### src/hw/cache_defines.svh
`ifndef CACHE_DEFINES_SVH
`define CACHE_DEFINES_SVH

// data path
`define CACHE_DATA_WIDTH 32
`define CACHE_TAG_SIZE   21

// set organisation
`define CACHE_SET_BITS   9
`define CACHE_SETS       512
`define CACHE_SET_SIZE   111   // lru + 2 x (valid, dirty, tag, word)

// backing memory
`define RAM_ADDR_WIDTH   32    // byte address
`define RAM_WORD_BITS    14    // 16k words, low 64 KiB

`endif
### src/hw/cache_pkg.sv
`include "cache_defines.svh"

package cache_pkg;

    typedef logic [`CACHE_DATA_WIDTH-1:0] data_t;
    typedef logic [`CACHE_TAG_SIZE-1:0]   tag_t;
    typedef logic [`CACHE_SET_BITS-1:0]   set_idx_t;
    typedef logic [`RAM_ADDR_WIDTH-1:0]   ram_addr_t;  // {tag, set, 2'b00}

    // lru, way 1 {v, d, tag, word}, way 0 {v, d, tag, word}
    typedef logic [`CACHE_SET_SIZE-1:0]   set_line_t;

    // request sequencer
    typedef enum logic [2:0] {
        IDLE,
        LOOKUP,   // set read issued
        EVAL,     // hit check, write-back and refill request
        FILL,     // refill word merged
        DONE      // ack held until req drops
    } seq_state_t;

endpackage

### src/hw/mem_if.sv
`timescale 1ns/100ps

interface mem_if;
    import cache_pkg::*;

    logic      rd_en;
    ram_addr_t rd_addr;
    data_t     rd_data;   // one cycle after rd_en

    logic      wr_en;
    ram_addr_t wr_addr;
    data_t     wr_data;

    modport ctrl (
        output rd_en, rd_addr, wr_en, wr_addr, wr_data,
        input  rd_data
    );

    modport mem (
        input  rd_en, rd_addr, wr_en, wr_addr, wr_data,
        output rd_data
    );

endinterface

### src/hw/set_if.sv
`timescale 1ns/100ps

interface set_if;
    import cache_pkg::*;

    // read side
    set_idx_t  rd_idx;
    set_line_t rd_set;   // valid the cycle after rd_idx

    // write side
    logic      wr_en;
    set_idx_t  wr_idx;
    set_line_t wr_set;

    modport ctrl (
        output rd_idx, wr_en, wr_idx, wr_set,
        input  rd_set
    );

    modport store (
        input  rd_idx, wr_en, wr_idx, wr_set,
        output rd_set
    );

endinterface

### src/hw/cache_sequencer.sv
`timescale 1ns/100ps
`include "cache_defines.svh"

module cache_sequencer (
    input  logic                 clk,
    input  logic                 rst_n,

    // requester, four-phase handshake
    input  logic                 req,
    input  logic                 we,
    input  cache_pkg::ram_addr_t addr,
    input  cache_pkg::data_t     wd,
    output logic                 ack,
    output cache_pkg::data_t     rd,
    output logic                 miss,

    set_if.ctrl                  set_bus,
    mem_if.ctrl                  mem_bus
);
    import cache_pkg::*;

    seq_state_t state;
    seq_state_t next_state;

    // latched request
    logic      req_we;
    ram_addr_t req_addr;
    data_t     req_wd;
    tag_t      req_tag;
    set_idx_t  req_set;

    // controller results
    logic      ctl_en;
    logic      ctl_after_miss;
    logic      ctl_miss;
    data_t     ctl_data;
    set_line_t ctl_set;
    logic      ctl_we_cache;
    data_t     ctl_evict_word;
    ram_addr_t ctl_evict_addr;
    logic      ctl_we_ram;

    assign req_tag = req_addr[`RAM_ADDR_WIDTH-1 -: `CACHE_TAG_SIZE];
    assign req_set = req_addr[`CACHE_SET_BITS+1:2];

    always_ff @(posedge clk) begin
        if (!rst_n) begin
            state <= IDLE;
        end else begin
            state <= next_state;
        end
    end

    always_comb begin
        next_state = state;
        case (state)
            IDLE:    if (req) next_state = LOOKUP;
            LOOKUP:  next_state = EVAL;
            EVAL:    next_state = ctl_miss ? FILL : DONE;
            FILL:    next_state = DONE;
            DONE:    if (!req) next_state = IDLE;   // stall here until req drops
            default: next_state = IDLE;
        endcase
    end

    // capture the request, inputs are stable while req is high
    always_ff @(posedge clk) begin
        if (state == IDLE && req) begin
            req_we   <= we;
            req_addr <= addr;
            req_wd   <= wd;
        end
    end

    assign ctl_en         = (state == EVAL) || (state == FILL);
    assign ctl_after_miss = (state == FILL);

    two_way_cache_controller u_ctrl (
        .en               (ctl_en),
        .we               (req_we),
        .wd               (req_wd),
        .target_set       (req_set),
        .target_tag       (req_tag),
        .set_data         (set_bus.rd_set),
        .after_miss       (ctl_after_miss),
        .rd_from_ram      (mem_bus.rd_data),
        .cache_miss       (ctl_miss),
        .data_out         (ctl_data),
        .updated_set_data (ctl_set),
        .we_to_cache      (ctl_we_cache),
        .evicted_word     (ctl_evict_word),
        .evicted_ram_addr (ctl_evict_addr),
        .we_to_ram        (ctl_we_ram)
    );

    // set array, read in LOOKUP and written back in EVAL or FILL
    assign set_bus.rd_idx = req_set;
    assign set_bus.wr_en  = ctl_we_cache;
    assign set_bus.wr_idx = req_set;
    assign set_bus.wr_set = ctl_set;

    // refill read and victim write go out together in EVAL
    assign mem_bus.rd_en   = ctl_miss;
    assign mem_bus.rd_addr = req_addr;
    assign mem_bus.wr_en   = ctl_we_ram;
    assign mem_bus.wr_addr = ctl_evict_addr;
    assign mem_bus.wr_data = ctl_evict_word;

    // response, held steady through DONE
    always_ff @(posedge clk) begin
        if ((state == EVAL && !ctl_miss) || state == FILL) begin
            rd <= ctl_data;
        end
    end

    always_ff @(posedge clk) begin
        if (!rst_n) begin
            miss <= 1'b0;
        end else if (state == EVAL) begin
            miss <= ctl_miss;
        end
    end

    assign ack = (state == DONE);

endmodule

### src/hw/two_way_cache_controller.sv
`timescale 1ns/100ps
`include "cache_defines.svh"

module two_way_cache_controller (
    // request side
    input  logic                 en,          // only touch the set while enabled
    input  logic                 we,
    input  cache_pkg::data_t     wd,
    input  cache_pkg::set_idx_t  target_set,
    input  cache_pkg::tag_t      target_tag,

    input  cache_pkg::set_line_t set_data,    // set as read from the array

    // refill from memory
    input  logic                 after_miss,
    input  cache_pkg::data_t     rd_from_ram,
    output logic                 cache_miss,
    output cache_pkg::data_t     data_out,

    // set write-back
    output cache_pkg::set_line_t updated_set_data,
    output logic                 we_to_cache,

    // dirty eviction to memory
    output cache_pkg::data_t     evicted_word,
    output cache_pkg::ram_addr_t evicted_ram_addr,
    output logic                 we_to_ram
);
    import cache_pkg::*;

    localparam int WAY_BITS = `CACHE_DATA_WIDTH + `CACHE_TAG_SIZE + 2;

    logic       lru_bit;      // way to replace next
    logic [1:0] v_bits;
    logic [1:0] dirty_bits;
    tag_t       tags [2];
    data_t      words [2];
    logic [1:0] hits;

    logic       evict_way;
    logic       use_way;      // way holding the target once the access completes

    logic       new_lru_bit;
    logic [1:0] new_v_bits;
    logic [1:0] new_dirty_bits;
    tag_t       new_tags [2];
    data_t      new_words [2];

    // unpack both ways and compare tags
    always_comb begin
        lru_bit = set_data[`CACHE_SET_SIZE-1];
        for (int w = 0; w < 2; w++) begin
            words[w]      = set_data[w*WAY_BITS +: `CACHE_DATA_WIDTH];
            tags[w]       = set_data[w*WAY_BITS + `CACHE_DATA_WIDTH +: `CACHE_TAG_SIZE];
            dirty_bits[w] = set_data[w*WAY_BITS + WAY_BITS - 2];
            v_bits[w]     = set_data[w*WAY_BITS + WAY_BITS - 1];
            hits[w]       = v_bits[w] && (tags[w] == target_tag);
        end
    end

    // invalid way first, way 1 before way 0, else the lru way
    assign evict_way = !v_bits[1] ? 1'b1 : (!v_bits[0] ? 1'b0 : lru_bit);

    always_comb begin
        cache_miss       = 1'b0;
        we_to_ram        = 1'b0;
        evicted_word     = '0;
        evicted_ram_addr = '0;
        data_out         = '0;
        use_way          = 1'b0;

        new_lru_bit    = lru_bit;
        new_v_bits     = v_bits;
        new_dirty_bits = dirty_bits;
        new_tags       = tags;
        new_words      = words;

        if (en) begin
            if (|hits) begin
                use_way  = hits[1];
                data_out = words[hits[1]];
            end else if (!after_miss) begin
                // first pass, request the refill and push out a dirty victim
                cache_miss = 1'b1;
                if (v_bits[evict_way] && dirty_bits[evict_way]) begin
                    we_to_ram        = 1'b1;
                    evicted_word     = words[evict_way];
                    evicted_ram_addr = {tags[evict_way], target_set, 2'b00};
                end
            end else begin
                new_words[evict_way]      = rd_from_ram;   // installed clean
                new_tags[evict_way]       = target_tag;
                new_v_bits[evict_way]     = 1'b1;
                new_dirty_bits[evict_way] = 1'b0;
                use_way                   = evict_way;
                data_out                  = rd_from_ram;
            end

            // set is left alone while the refill is pending
            if (!cache_miss) begin
                new_lru_bit = ~use_way;
                if (we) begin
                    new_words[use_way]      = wd;
                    new_dirty_bits[use_way] = 1'b1;
                end
            end
        end
    end

    // repack in the same layout
    always_comb begin
        updated_set_data[`CACHE_SET_SIZE-1] = new_lru_bit;
        for (int w = 0; w < 2; w++) begin
            updated_set_data[w*WAY_BITS +: WAY_BITS] =
                {new_v_bits[w], new_dirty_bits[w], new_tags[w], new_words[w]};
        end
    end

    assign we_to_cache = en && (updated_set_data != set_data);

endmodule

### src/flat_wrapper.sv
// flat-port wrapper written by rule: the top's interface ports become plain ports
module cache_sequencer_flat import cache_pkg::*;
  (clk, rst_n, req, we, addr, wd, ack, rd, miss, set_bus_rd_idx, set_bus_wr_en, set_bus_wr_idx, set_bus_wr_set, set_bus_rd_set, mem_bus_rd_en, mem_bus_rd_addr, mem_bus_wr_en, mem_bus_wr_addr, mem_bus_wr_data, mem_bus_rd_data);
  set_if set_bus_i ();
  mem_if mem_bus_i ();
  input  logic clk;
  input  logic rst_n;
  input  logic req;
  input  logic we;
  input  cache_pkg::ram_addr_t addr;
  input  cache_pkg::data_t wd;
  output logic ack;
  output cache_pkg::data_t rd;
  output logic miss;
  output wire logic [$bits(set_bus_i.rd_idx)-1:0] set_bus_rd_idx;
  output wire logic [$bits(set_bus_i.wr_en)-1:0] set_bus_wr_en;
  output wire logic [$bits(set_bus_i.wr_idx)-1:0] set_bus_wr_idx;
  output wire logic [$bits(set_bus_i.wr_set)-1:0] set_bus_wr_set;
  input wire logic [$bits(set_bus_i.rd_set)-1:0] set_bus_rd_set;
  output wire logic [$bits(mem_bus_i.rd_en)-1:0] mem_bus_rd_en;
  output wire logic [$bits(mem_bus_i.rd_addr)-1:0] mem_bus_rd_addr;
  output wire logic [$bits(mem_bus_i.wr_en)-1:0] mem_bus_wr_en;
  output wire logic [$bits(mem_bus_i.wr_addr)-1:0] mem_bus_wr_addr;
  output wire logic [$bits(mem_bus_i.wr_data)-1:0] mem_bus_wr_data;
  input wire logic [$bits(mem_bus_i.rd_data)-1:0] mem_bus_rd_data;
  assign set_bus_rd_idx = set_bus_i.rd_idx;
  assign set_bus_wr_en = set_bus_i.wr_en;
  assign set_bus_wr_idx = set_bus_i.wr_idx;
  assign set_bus_wr_set = set_bus_i.wr_set;
  assign set_bus_i.rd_set = set_bus_rd_set;
  assign mem_bus_rd_en = mem_bus_i.rd_en;
  assign mem_bus_rd_addr = mem_bus_i.rd_addr;
  assign mem_bus_wr_en = mem_bus_i.wr_en;
  assign mem_bus_wr_addr = mem_bus_i.wr_addr;
  assign mem_bus_wr_data = mem_bus_i.wr_data;
  assign mem_bus_i.rd_data = mem_bus_rd_data;
  cache_sequencer u_core (.clk(clk), .rst_n(rst_n), .req(req), .we(we), .addr(addr), .wd(wd), .ack(ack), .rd(rd), .miss(miss), .set_bus(set_bus_i), .mem_bus(mem_bus_i));
endmodule
### config.mk
export PLATFORM = sky130hd
export DESIGN_NAME = cache_sequencer_flat
export DESIGN_NICKNAME = d
export VERILOG_FILES = /design/src/hw/cache_pkg.sv /design/src/hw/mem_if.sv /design/src/hw/set_if.sv /design/src/hw/cache_sequencer.sv /design/src/hw/two_way_cache_controller.sv /design/src/flat_wrapper.sv
export VERILOG_INCLUDE_DIRS = /design/src /design/src/hw
export SDC_FILE = /design/constraint.sdc
export NUM_CORES = 1
export LEC_CHECK = 0
export BUFFER_PORTS_ARGS = -buffer_cell sky130_fd_sc_hd__buf_2
export CAP_MARGIN = 20
export CORE_AREA = 2 2 183 185
export DETAILED_ROUTE_END_ITERATION = 8
export DIE_AREA = 0 0 185 187
export GPL_ROUTABILITY_DRIVEN = 0
export MAX_ROUTING_LAYER = met4
export PLACE_DENSITY_LB_ADDON = 0.05
export SYNTH_ARGS = -nofsm -noshare
export SYNTH_HDL_FRONTEND = slang
export SYNTH_SLANG_ARGS = --single-unit
### constraint.sdc
create_clock -name clk -period 23.8 [get_ports clk]
set_input_delay 1.19 -clock clk [delete_from_list [all_inputs] [get_ports clk]]
set_output_delay 1.19 -clock clk [all_outputs]
set_load 0.03 [all_outputs]
==> flow_metrics.env, run 1 <==
export IMPL_yosys_most_used_dff="edfxtp_1"
export IMPL_post_drt_via_cell_ratio=5.74
export IMPL_drt_total_wl_mm=56.0
export IMPL_path_clk_slew_ns=0.09
export IMPL_end_kind="primary output"
export IMPL_syn_inst=1142
export IMPL_max_slew_margin_pct=10.9
export IMPL_clock_power_share_pct=29.2
export IMPL_grt_pass1_vias=10903
export IMPL_path_class="input pin to primary output"
export IMPL_synth_fa_ha_area_share_pct=0
export IMPL_hold_buffers=0
export IMPL_synth_simple_gate_area_share_pct=20.2
export IMPL_syn_avg_cell_area_sq_um=7.91
export IMPL_syn_to_final_growth_pct=33.2
export IMPL_stdcell_count=2001
export IMPL_slew_violations=0
export IMPL_fin_skew_ns=0.0217
export IMPL_root_buffer="clkbuf_16"
export IMPL_dr_wl_met3_mm=5.37
export IMPL_synthXorXnorAreaFrac_pct=4.36
export IMPL_worstPathCellList="buf_2, xnor2_1, nand4_1, nor4_4, a21oi_2, o21ai_0, nor2_1, nor4_1, nand4_1, nor4_1, o2111ai_1, buf_2"
export IMPL_numClockSinks=101
export IMPL_drt_pass1_iter_count=6
export IMPL_ir_drop_mv=0.0294
export IMPL_drcViolationCount=0
export IMPL_io_buffers=470
export IMPL_syn_area_sq_mm=0.00903
export IMPL_cts_max_level=3
export IMPL_hpwl_mm=42.1
export IMPL_m1WireLength_mm=22.3
export IMPL_fmax_mhz=157
export IMPL_p_sw_share_pct=40.9
export IMPL_startpoint="set_bus_rd_set[43]"
export IMPL_post_cts_buffers=0
export IMPL_ioPinCount=473
export IMPL_slowest_stage="o21ai_0"
export IMPL_die_w_microns=185
export IMPL_r2r_start="u_core.mem_bus.rd_addr[12]"
export IMPL_start_kind="input pin"
export IMPL_grt_pass1_wl_mm=78.8
export IMPL_holdCritPathClass="register to register"
export IMPL_ys_warn_count=0
export IMPL_wl_met2_mm=25.8
export IMPL_design_area_sq_mm=0.0120
export IMPL_crit_arrival_ns=5.19
export IMPL_yosysSeqAreaShare_pct=33.1
export IMPL_place_inst=1980
export IMPL_synth_top_cell_area_share_pct=32.2
export IMPL_critPathRequiredTime_ns=22.61
export IMPL_hold_viol_final=0
export IMPL_synth_area_leader_cell="edfxtp_1"
export IMPL_cts_made_buffers=9
export IMPL_fin_crit_sh_pct=26.8
export IMPL_synth_distinct_cells=69
export IMPL_synth_edf_count=97
export IMPL_clockBufferDepth=2
export IMPL_die_area_sq_mm=0.0346
export IMPL_cp_max_fo=9
export IMPL_critPathBufInv=2
export IMPL_wl_per_cell_microns=28.0
export IMPL_status="finished clean"
export IMPL_mostFrequentLayoutCells="buf_2, nand2_1, nor2_1, edfxtp_1, a21oi_1"
export IMPL_core_sq_mm=0.0329
export IMPL_fin_total_pwr_uw=569
export IMPL_placedInstanceArea_sq_mm=0.0117
export IMPL_hold_path_startpoint="u_core.miss"
export IMPL_p_comb_share_pct=31.5
export IMPL_ys_seq_elements=101
export IMPL_synth_top_family_by_area="compound AO/OA/AOI/OAI gates"
export IMPL_period_needed_ns=6.38
export IMPL_p_int_uw=336
export IMPL_grt_antenna_before_repair=3
export IMPL_synth_mux_area_share_pct=5.69
export IMPL_layout_commonest_cell="buf_2"
export IMPL_cts_resized_gates=0
export IMPL_tns_ns=0
export IMPL_drive_above_1_share_pct=36.9
export IMPL_cts_tree="built"
export IMPL_async_flop_share_pct=0
export IMPL_cap_viol_max_count=0
export IMPL_fillers=3593
export IMPL_drtAntennaViolNets=0
export IMPL_start_util_pct=27.5
export IMPL_maxUsedRoutingLayer="met4"
export IMPL_path_delay_family="simple AND/OR/NAND/NOR gates"
export IMPL_power_density_mw_per_mm2=47.2
export IMPL_clkLatencyLatePin_ns=0.38
export IMPL_drt_iter0_drc=1479
export IMPL_synth_compound_area_share_pct=28.3
export IMPL_p_switching_uw=233
export IMPL_crit_path_max_incr_delay_ns=1.08
export IMPL_synthTopCellsByArea="edfxtp_1, nand2_1, mux2_2"
export IMPL_worst_pin_slew_ns=1.32
export IMPL_total_leakage_power_nw=5.26
export IMPL_die_h_microns=187
export IMPL_finalSetupViolations=0
export IMPL_vias=11494
export IMPL_grt_usage_pct=32.3
export IMPL_final_nets=1756
export IMPL_rows=67
export IMPL_p_seq_share_pct=39.4
export IMPL_grt_max_degree=66
export IMPL_grt_setup_unrepaired="no"
export IMPL_gr_total_overflow=0
[power by group through the flow]
stage / clock [mW] / sequential, mW / combinational (mW)
after floorplan: 0 / 0.230 / 0.0928
after global placement: 0 / 0.227 / 0.177
after detailed placement: 0 / 0.227 / 0.177
after CTS: 0.171 / 0.223 / 0.177
after global routing: 0.174 / 0.225 / 0.188
final: 0.166 / 0.224 / 0.179
[worst paths after layout]
path	slack, ns	cells past startpoint	end
worst max-delay path	17.42	12	set_bus_wr_en
worst min-delay path	0.57	2	u_core.miss
worst max register to register	20.78	7	u_core.rd[0]
worst min register to register	0.57	2	u_core.miss
[state kept, by name, indices dropped and copies added (netlist names)]
signal and flops:
u_core.mem_bus.rd_addr 32, u_core.rd 32, u_core.req_wd 32, u_core.state 3, u_core.miss 1, u_core.req_we 1
[layer usage]
layer,global-route usage [%],up-vias
met2,50.1,834
met5,-,-
met1,41.2,5469
met4,13.8,0
li1,-,5058
met3,5.70,133
[worst reg2reg max path, cell delays in order, from the launching register on]
cell and delay [ns]:
edfxtp_1 0.56, xnor2_1 0.32, nand4_1 0.15, nor4_2 0.47, a22o_1 0.51, nor2_1 0.16
nor2_4 0.28, buf_12 0.25
[layout make-up]
class | instances | area (sq um) | area share [%]
Multi-Input combinational cell | 868 | 5330 | 44.3
Sequential cell | 101 | 2990 | 24.9
Timing Repair Buffer | 493 | 2550 | 21.2
Tap cell | 448 | 561 | 4.66
Inverter | 72 | 270 | 2.25
Clock buffer | 9 | 225 | 1.87
Clock inverter | 7 | 91.3 | 0.759
Antenna cell | 3 | 7.51 | 0.0624
[cell families (layout without fill, tap and decap cells)]
logic type      count (synthesis)  in the layout
compound gates                378            378
mux                            46             46
simple gates                  397            397
xor+xnor                       45             45
flops                         101            101
buf+inv                       174            581
other cells                     1              5
[stage by stage]
step	setup slack (ns)	hold slack, ns	util, %
3_5_place_dp	17.27	0.544	35.5
3_3_place_gp	17.29	0.540	35.5
2_1_floorplan	15.35	0.481	-
6_report	17.42	0.569	36.6
5_1_grt	17.24	0.614	36.6
4_1_cts	17.26	0.567	36.5
[cell usage after synthesis (all sizes together), types with 7 or more instances]
| cell | number |
|---|---|
| o22ai | 70 |
| inv | 72 |
| o21ai | 30 |
| a221oi | 8 |
| and2 | 13 |
| nor4 | 12 |
| a31oi | 22 |
| a222oi | 8 |
| buf | 42 |
| a22oi | 36 |
| nor2b | 8 |
| mux2 | 43 |
| nand3 | 25 |
| o211ai | 7 |
| a211oi | 37 |
| a21oi | 94 |
| clkbuf | 60 |
| and3 | 9 |
| o2bb2ai | 7 |
| xnor2 | 39 |
| o21a | 9 |
| nor3 | 28 |
| edfxtp | 97 |
| nor2 | 100 |
| nand2 | 158 |
| nand4 | 23 |
Power figures use the tool's default switching activity.
==> run 2, diff against run 1 <==
--- a/config.mk
+++ b/config.mk
@@ -6,11 +6,12 @@
 export SDC_FILE = /design/constraint.sdc
 export NUM_CORES = 1
 export LEC_CHECK = 0
+export ABC_AREA = 1
 export BUFFER_PORTS_ARGS = -buffer_cell sky130_fd_sc_hd__buf_2
 export CAP_MARGIN = 20
-export CORE_AREA = 2 2 183 185
+export CORE_AREA = 2 2 185 187
 export DETAILED_ROUTE_END_ITERATION = 8
-export DIE_AREA = 0 0 185 187
+export DIE_AREA = 0 0 187 189
 export GPL_ROUTABILITY_DRIVEN = 0
 export MAX_ROUTING_LAYER = met4
 export PLACE_DENSITY_LB_ADDON = 0.05
==> constraint.sdc (replaced) <==
create_clock -name clk -period 5.43 [get_ports clk]
set_input_delay 0.2715 -clock clk [delete_from_list [all_inputs] [get_ports clk]]
set_output_delay 0.2715 -clock clk [all_outputs]
set_load 0.03 [all_outputs]
==> flow_metrics.env, run 2 <==
export IMPL_path_delay_family="simple AND/OR/NAND/NOR gates"
export IMPL_syn_inst=1684
export IMPL_post_cts_buffers=0
export IMPL_max_slew_margin_pct=32.0
export IMPL_p_switching_mw=1.20
export IMPL_numClockSinks=101
export IMPL_drive_above_1_share_pct=26.1
export IMPL_fin_skew_ns=0.0179
export IMPL_start_util_pct=30.6
export IMPL_async_flop_share_pct=0
export IMPL_p_seq_share_pct=34.3
export IMPL_slew_violations=0
export IMPL_tns_ns=0
export IMPL_p_comb_share_pct=39.6
export IMPL_status="finished clean"
export IMPL_synth_fa_ha_area_share_pct=0
export IMPL_synth_top_family_by_area="simple AND/OR/NAND/NOR gates"
export IMPL_clkLatencyLatePin_ns=0.39
export IMPL_fin_ws_ns=0.753
export IMPL_drcViolationCount=0
export IMPL_p_sw_share_pct=43.1
export IMPL_hold_viol_final=0
export IMPL_yosysMostFrequentCell="nand2_1"
export IMPL_cts_made_buffers=9
export IMPL_path_clk_slew_ns=0.09
export IMPL_fmax_mhz=214
export IMPL_post_drt_via_cell_ratio=5.12
export IMPL_cts_tree="built"
export IMPL_drt_iter0_drc=1218
export IMPL_layout_commonest_cell="nand2_1"
export IMPL_cts_resized_gates=0
export IMPL_worstPathCellList="nand2_1, nand2_1, nor2_1, nand2_1, nor2_1, nand3_1, nand2_4, nand3_1, nor2_1, nor2_1, nand2_1, nand3_1, nand2_1, nor2_1, nand2_1, nor2_1, nand3_1, nor2_1, nand2_1, buf_2"
export IMPL_yosysSeqAreaShare_pct=29.3
export IMPL_grt_max_degree=84
export IMPL_grt_usage_pct=29.7
export IMPL_drt_total_wl_mm=52.6
export IMPL_cts_max_level=3
export IMPL_path_class="register to primary output"
export IMPL_holdCritPathClass="input pin to register"
export IMPL_grt_antenna_before_repair=11
export IMPL_place_ws_ns=1.24
export IMPL_ys_warn_count=0
export IMPL_place_inst=2512
export IMPL_die_area_sq_mm=0.0353
export IMPL_end_kind="primary output"
export IMPL_p_int_mw=1.58
export IMPL_crit_path_max_incr_delay_ns=0.62
export IMPL_synthTopCellsByArea="edfxtp_1, nand2_1, nand3_1"
export IMPL_cap_viol_max_count=0
export IMPL_core_sq_mm=0.0333
export IMPL_synth_compound_area_share_pct=18.4
export IMPL_start_kind="register"
export IMPL_synth_mux_area_share_pct=0
export IMPL_gr_total_overflow=0
export IMPL_syn_to_final_growth_pct=28.7
export IMPL_clockBufferDepth=2
export IMPL_drt_pass1_iter_count=6
export IMPL_root_buffer="clkbuf_16"
export IMPL_grt_setup_unrepaired="no"
export IMPL_fin_crit_sh_pct=86.1
export IMPL_reg2reg_setup_slack_ns=1.45
export IMPL_fillers=3752
export IMPL_synth_edf_count=97
export IMPL_yosys_top_cells_count="nand2_1, inv_1, nor2_1"
export IMPL_syn_area_sq_mm=0.0102
export IMPL_vias=12999
export IMPL_worst_pin_slew_ns=1.02
export IMPL_synth_area_leader_cell="edfxtp_1"
export IMPL_fin_total_pwr_mw=2.78
export IMPL_slowest_stage="nand3_1"
export IMPL_drtAntennaViolNets=0
export IMPL_grt_pass1_vias=11791
export IMPL_synth_simple_gate_area_share_pct=38.7
export IMPL_power_density_mw_per_mm2=212
export IMPL_ys_seq_elements=101
export IMPL_cp_max_fo=12
export IMPL_rows=67
export IMPL_stdcell_count=2539
export IMPL_period_needed_ns=4.68
export IMPL_hold_buffers=0
export IMPL_finalSetupViolations=0
export IMPL_syn_avg_cell_area_sq_um=6.06
export IMPL_critPathBufInv=1
export IMPL_placedInstanceArea_sq_mm=0.0128
export IMPL_yosys_most_used_dff="edfxtp_1"
export IMPL_ir_drop_mv=0.200
export IMPL_crit_arrival_ns=4.41
export IMPL_design_area_sq_mm=0.0131
export IMPL_grt_pass1_wl_mm=76.1
export IMPL_synthXorXnorAreaFrac_pct=0.172
export IMPL_total_leakage_power_nw=7.15
export IMPL_hold_slack_ns=0.0490
export IMPL_critPathRequiredTime_ns=5.16
export IMPL_wl_per_cell_microns=20.7
export IMPL_io_buffers=470
export IMPL_die_h_microns=189
export IMPL_hpwl_mm=41.1
export IMPL_die_w_microns=187
export IMPL_ioPinCount=473
export IMPL_synth_distinct_cells=33
export IMPL_mostFrequentLayoutCells="nand2_1, buf_2, inv_1"
export IMPL_clock_power_share_pct=26.1
export IMPL_synth_top_cell_area_share_pct=28.6
export IMPL_final_nets=2286
export IMPL_final_util_pct=39.4
==> run 2: kinds of logic (layout without fill, tap and decap cells) <==
logic type | Yosys count | in the layout
other | 1 | 13
and+or+nand+nor | 953 | 953
buffers and inverters | 330 | 725
DFF | 101 | 101
AOI/OAI and AO/OA | 297 | 297
xor gates and xnor gates | 2 | 2
==> run 2: final timing paths <==
kind	startpoint	endpoint	cells after the start
min	addr[15]	u_core.mem_bus.rd_addr[15]	1
max reg2reg	u_core.mem_bus.rd_addr[29]	u_core.rd[10]	15
max	u_core.mem_bus.rd_addr[23]	set_bus_wr_en	20
min reg2reg	u_core.state[0]	u_core.state[1]	2
==> run 2: final cells by class <==
class	instances	area, sq um	area share [%]
multi-input combinational	1254	5890	44.9
tap	448	561	4.27
clock buffer	11	233	1.77
clock inverter	5	66.3	0.505
timing repair buffer	494	2540	19.4
antenna	11	27.5	0.210
inverter	215	810	6.17
sequential	101	2990	22.8
==> run 2: layer usage <==
| layer | track usage (%) | share of wire [%] | up-vias |
|---|---|---|---|
| met5 | - | 0 | - |
| met4 | 10.1 | 2.9 | 0 |
| met3 | 5.99 | 8.5 | 75 |
| met2 | 46.3 | 45 | 718 |
| met1 | 38.4 | 43 | 5897 |
| li1 | - | - | 6309 |
==> run 2: power by group through the flow <==
| stage | clock [mW] | sequential (mW) | combinational, mW |
|---|---|---|---|
| after global placement | 0 | 0.970 | 1.09 |
| after floorplan | 0 | 1.01 | 0.657 |
| after global routing | 0.769 | 0.958 | 1.19 |
| after detailed placement | 0 | 0.970 | 1.09 |
| final | 0.727 | 0.953 | 1.10 |
| after CTS | 0.752 | 0.953 | 1.10 |
==> run 3, diff against run 2 <==
--- a/config.mk
+++ b/config.mk
@@ -6,12 +6,12 @@
 export SDC_FILE = /design/constraint.sdc
 export NUM_CORES = 1
 export LEC_CHECK = 0
-export ABC_AREA = 1
+export ABC_AREA = 0
 export BUFFER_PORTS_ARGS = -buffer_cell sky130_fd_sc_hd__buf_2
 export CAP_MARGIN = 20
-export CORE_AREA = 2 2 185 187
+export CORE_AREA = 2 2 184 186
 export DETAILED_ROUTE_END_ITERATION = 8
-export DIE_AREA = 0 0 187 189
+export DIE_AREA = 0 0 186 188
 export GPL_ROUTABILITY_DRIVEN = 0
 export MAX_ROUTING_LAYER = met4
 export PLACE_DENSITY_LB_ADDON = 0.05
==> flow_metrics.env, run 3 (synthesized netlist as in run 1, its figures left out) <==
export IMPL_grt_antenna_before_repair=1
export IMPL_stdcell_count=2008
export IMPL_layout_commonest_cell="buf_2"
export IMPL_grt_pass1_wl_mm=78.4
export IMPL_grt_max_degree=66
export IMPL_clockBufferDepth=2
export IMPL_final_nets=1764
export IMPL_critPathRequiredTime_ns=5.16
export IMPL_post_cts_buffers=0
export IMPL_mostFrequentLayoutCells="buf_2, nand2_1, nor2_1, edfxtp_1, a21oi_1"
export IMPL_gr_total_overflow=0
export IMPL_status="finished clean"
export IMPL_holdCritPathClass="input pin to register"
export IMPL_worst_pin_slew_ns=1.02
export IMPL_fin_ws_ns=0.608
export IMPL_end_kind="primary output"
export IMPL_die_h_microns=188
export IMPL_crit_arrival_ns=4.55
export IMPL_cp_max_fo=14
export IMPL_hpwl_mm=43.3
export IMPL_slew_violations=0
export IMPL_grtUsageMet1_pct=39.7
export IMPL_path_class="register to primary output"
export IMPL_place_inst=1990
export IMPL_root_buffer="clkbuf_16"
export IMPL_cts_made_buffers=9
export IMPL_fin_crit_sh_pct=88.8
export IMPL_worstPathCellList="xnor2_1, nand4_1, nor4_2, and2_0, o21ai_0, nand2_1, nand2_1, buf_16, a222oi_1, inv_1, buf_2"
export IMPL_tns_ns=0
export IMPL_fmax_mhz=207
export IMPL_r2r_start="u_core.mem_bus.rd_addr[31]"
export IMPL_rows=67
export IMPL_use_met3_pct=5.11
export IMPL_regArea_sq_mm=0.00299
export IMPL_cp_common_cell="nand2_1"
export IMPL_cts_max_level=3
export IMPL_drt_pass1_iter_count=8
export IMPL_r2r_cells=7
export IMPL_crit_path_max_incr_delay_ns=0.74
export IMPL_drt_total_wl_mm=56.1
export IMPL_finalSetupViolations=0
export IMPL_core_sq_mm=0.0331
export IMPL_cts_tree="built"
export IMPL_use_met2_pct=51.8
export IMPL_slowest_stage="and2_0"
export IMPL_grt_setup_unrepaired="no"
export IMPL_hold_path_depth=1
export IMPL_syn_to_final_growth_pct=33.9
export IMPL_hold_buffers=0
export IMPL_hold_viol_final=0
export IMPL_fin_skew_ns=0.0190
export IMPL_hold_end="u_core.mem_bus.rd_addr[31]"
export IMPL_post_drt_via_cell_ratio=5.73
export IMPL_grt_pass1_vias=11055
export IMPL_start_util_pct=27.3
export IMPL_numClockSinks=101
export IMPL_drive_above_1_share_pct=37.2
export IMPL_cap_viol_max_count=0
export IMPL_critPathBufInv=3
export IMPL_power_density_mw_per_mm2=206
export IMPL_die_w_microns=186
export IMPL_ioPinCount=473
export IMPL_grt_usage_pct=32.0
export IMPL_die_area_sq_mm=0.0350
export IMPL_max_slew_margin_pct=31.9
export IMPL_worstReg2RegEnd="u_core.rd[23]"
export IMPL_vias=11512
export IMPL_place_ws_ns=1.12
export IMPL_start_kind="register"
export IMPL_wl_per_cell_microns=28.0
export IMPL_cts_resized_gates=0
export IMPL_clkLatencyLatePin_ns=0.38
export IMPL_busiest_layer="met2"
export IMPL_hold_path_startpoint="addr[31]"
export IMPL_drcViolationCount=0
export IMPL_reg2reg_setup_slack_ns=2.29
export IMPL_fin_total_pwr_mw=2.49
export IMPL_ir_drop_mv=0.172
export IMPL_period_needed_ns=4.82
export IMPL_path_delay_family="simple AND/OR/NAND/NOR gates"
export IMPL_total_leakage_power_nw=5.30
export IMPL_path_clk_slew_ns=0.10
export IMPL_multiInputGateArea_sq_mm=0.00534
export IMPL_fillers=3623
export IMPL_drtAntennaViolNets=0
export IMPL_drt_iter0_drc=1280
export IMPL_io_buffers=470
-- run 3: area by class of cell --
| type | instances | share of cell area (%) |
|---|---|---|
| Tap cell | 448 | 4.63 |
| Clock buffer | 9 | 1.86 |
| Multi-Input combinational cell | 868 | 44.1 |
| Timing Repair Buffer | 501 | 21.6 |
| Clock inverter | 7 | 0.703 |
| Inverter | 72 | 2.23 |
| Antenna cell | 2 | 0.0414 |
| Sequential cell | 101 | 24.7 |
-- run 3: where the power goes --
group / internal, mW / total [mW] / leakage [nW] / switching [mW]
Sequential: 0.906 / 0.978 / 0.990 / 0.0714
Clock: 0.334 / 0.722 / 0.147 / 0.388
Combinational: 0.233 / 0.793 / 4.16 / 0.561
-- run 3: worst max path at each step --
stage,depth (start not counted),slack (ns),from,to
3_5_place_dp,11,1.12,u_core.mem_bus.rd_addr[12],set_bus_wr_set[83]
2_1_floorplan,2,0.77,u_core.state[0],u_core.mem_bus.rd_addr[0]
4_1_cts,11,0.70,u_core.mem_bus.rd_addr[12],set_bus_wr_set[83]
5_1_grt,11,0.31,u_core.mem_bus.rd_addr[31],set_bus_wr_set[83]
6_report,11,0.61,u_core.mem_bus.rd_addr[31],set_bus_wr_set[83]
3_3_place_gp,10,0.89,u_core.mem_bus.rd_addr[12],set_bus_wr_set[83]
-- run 3: per-layer routing --
| metal | wire length (microns) | part of all wire (%) | vias up |
|---|---|---|---|
| met4 | 2400 | 4.3 | 0 |
| met3 | 5260 | 9.4 | 124 |
| met1 | 22000 | 39 | 5483 |
| met2 | 26500 | 47 | 830 |
| met5 | 0 | 0 | - |
| li1 | - | - | 5075 |
-- run 3: per-stage QoR --
stage	util (%)	instance area, sq um	hold slack, ns
finish	36.5	12100	0.0601
global route	36.5	12100	0.0572
CTS	36.5	12100	0.0539
detailed placement	35.6	11800	0.450
global placement	35.4	11700	0.448
floorplan	-	9040	0.370
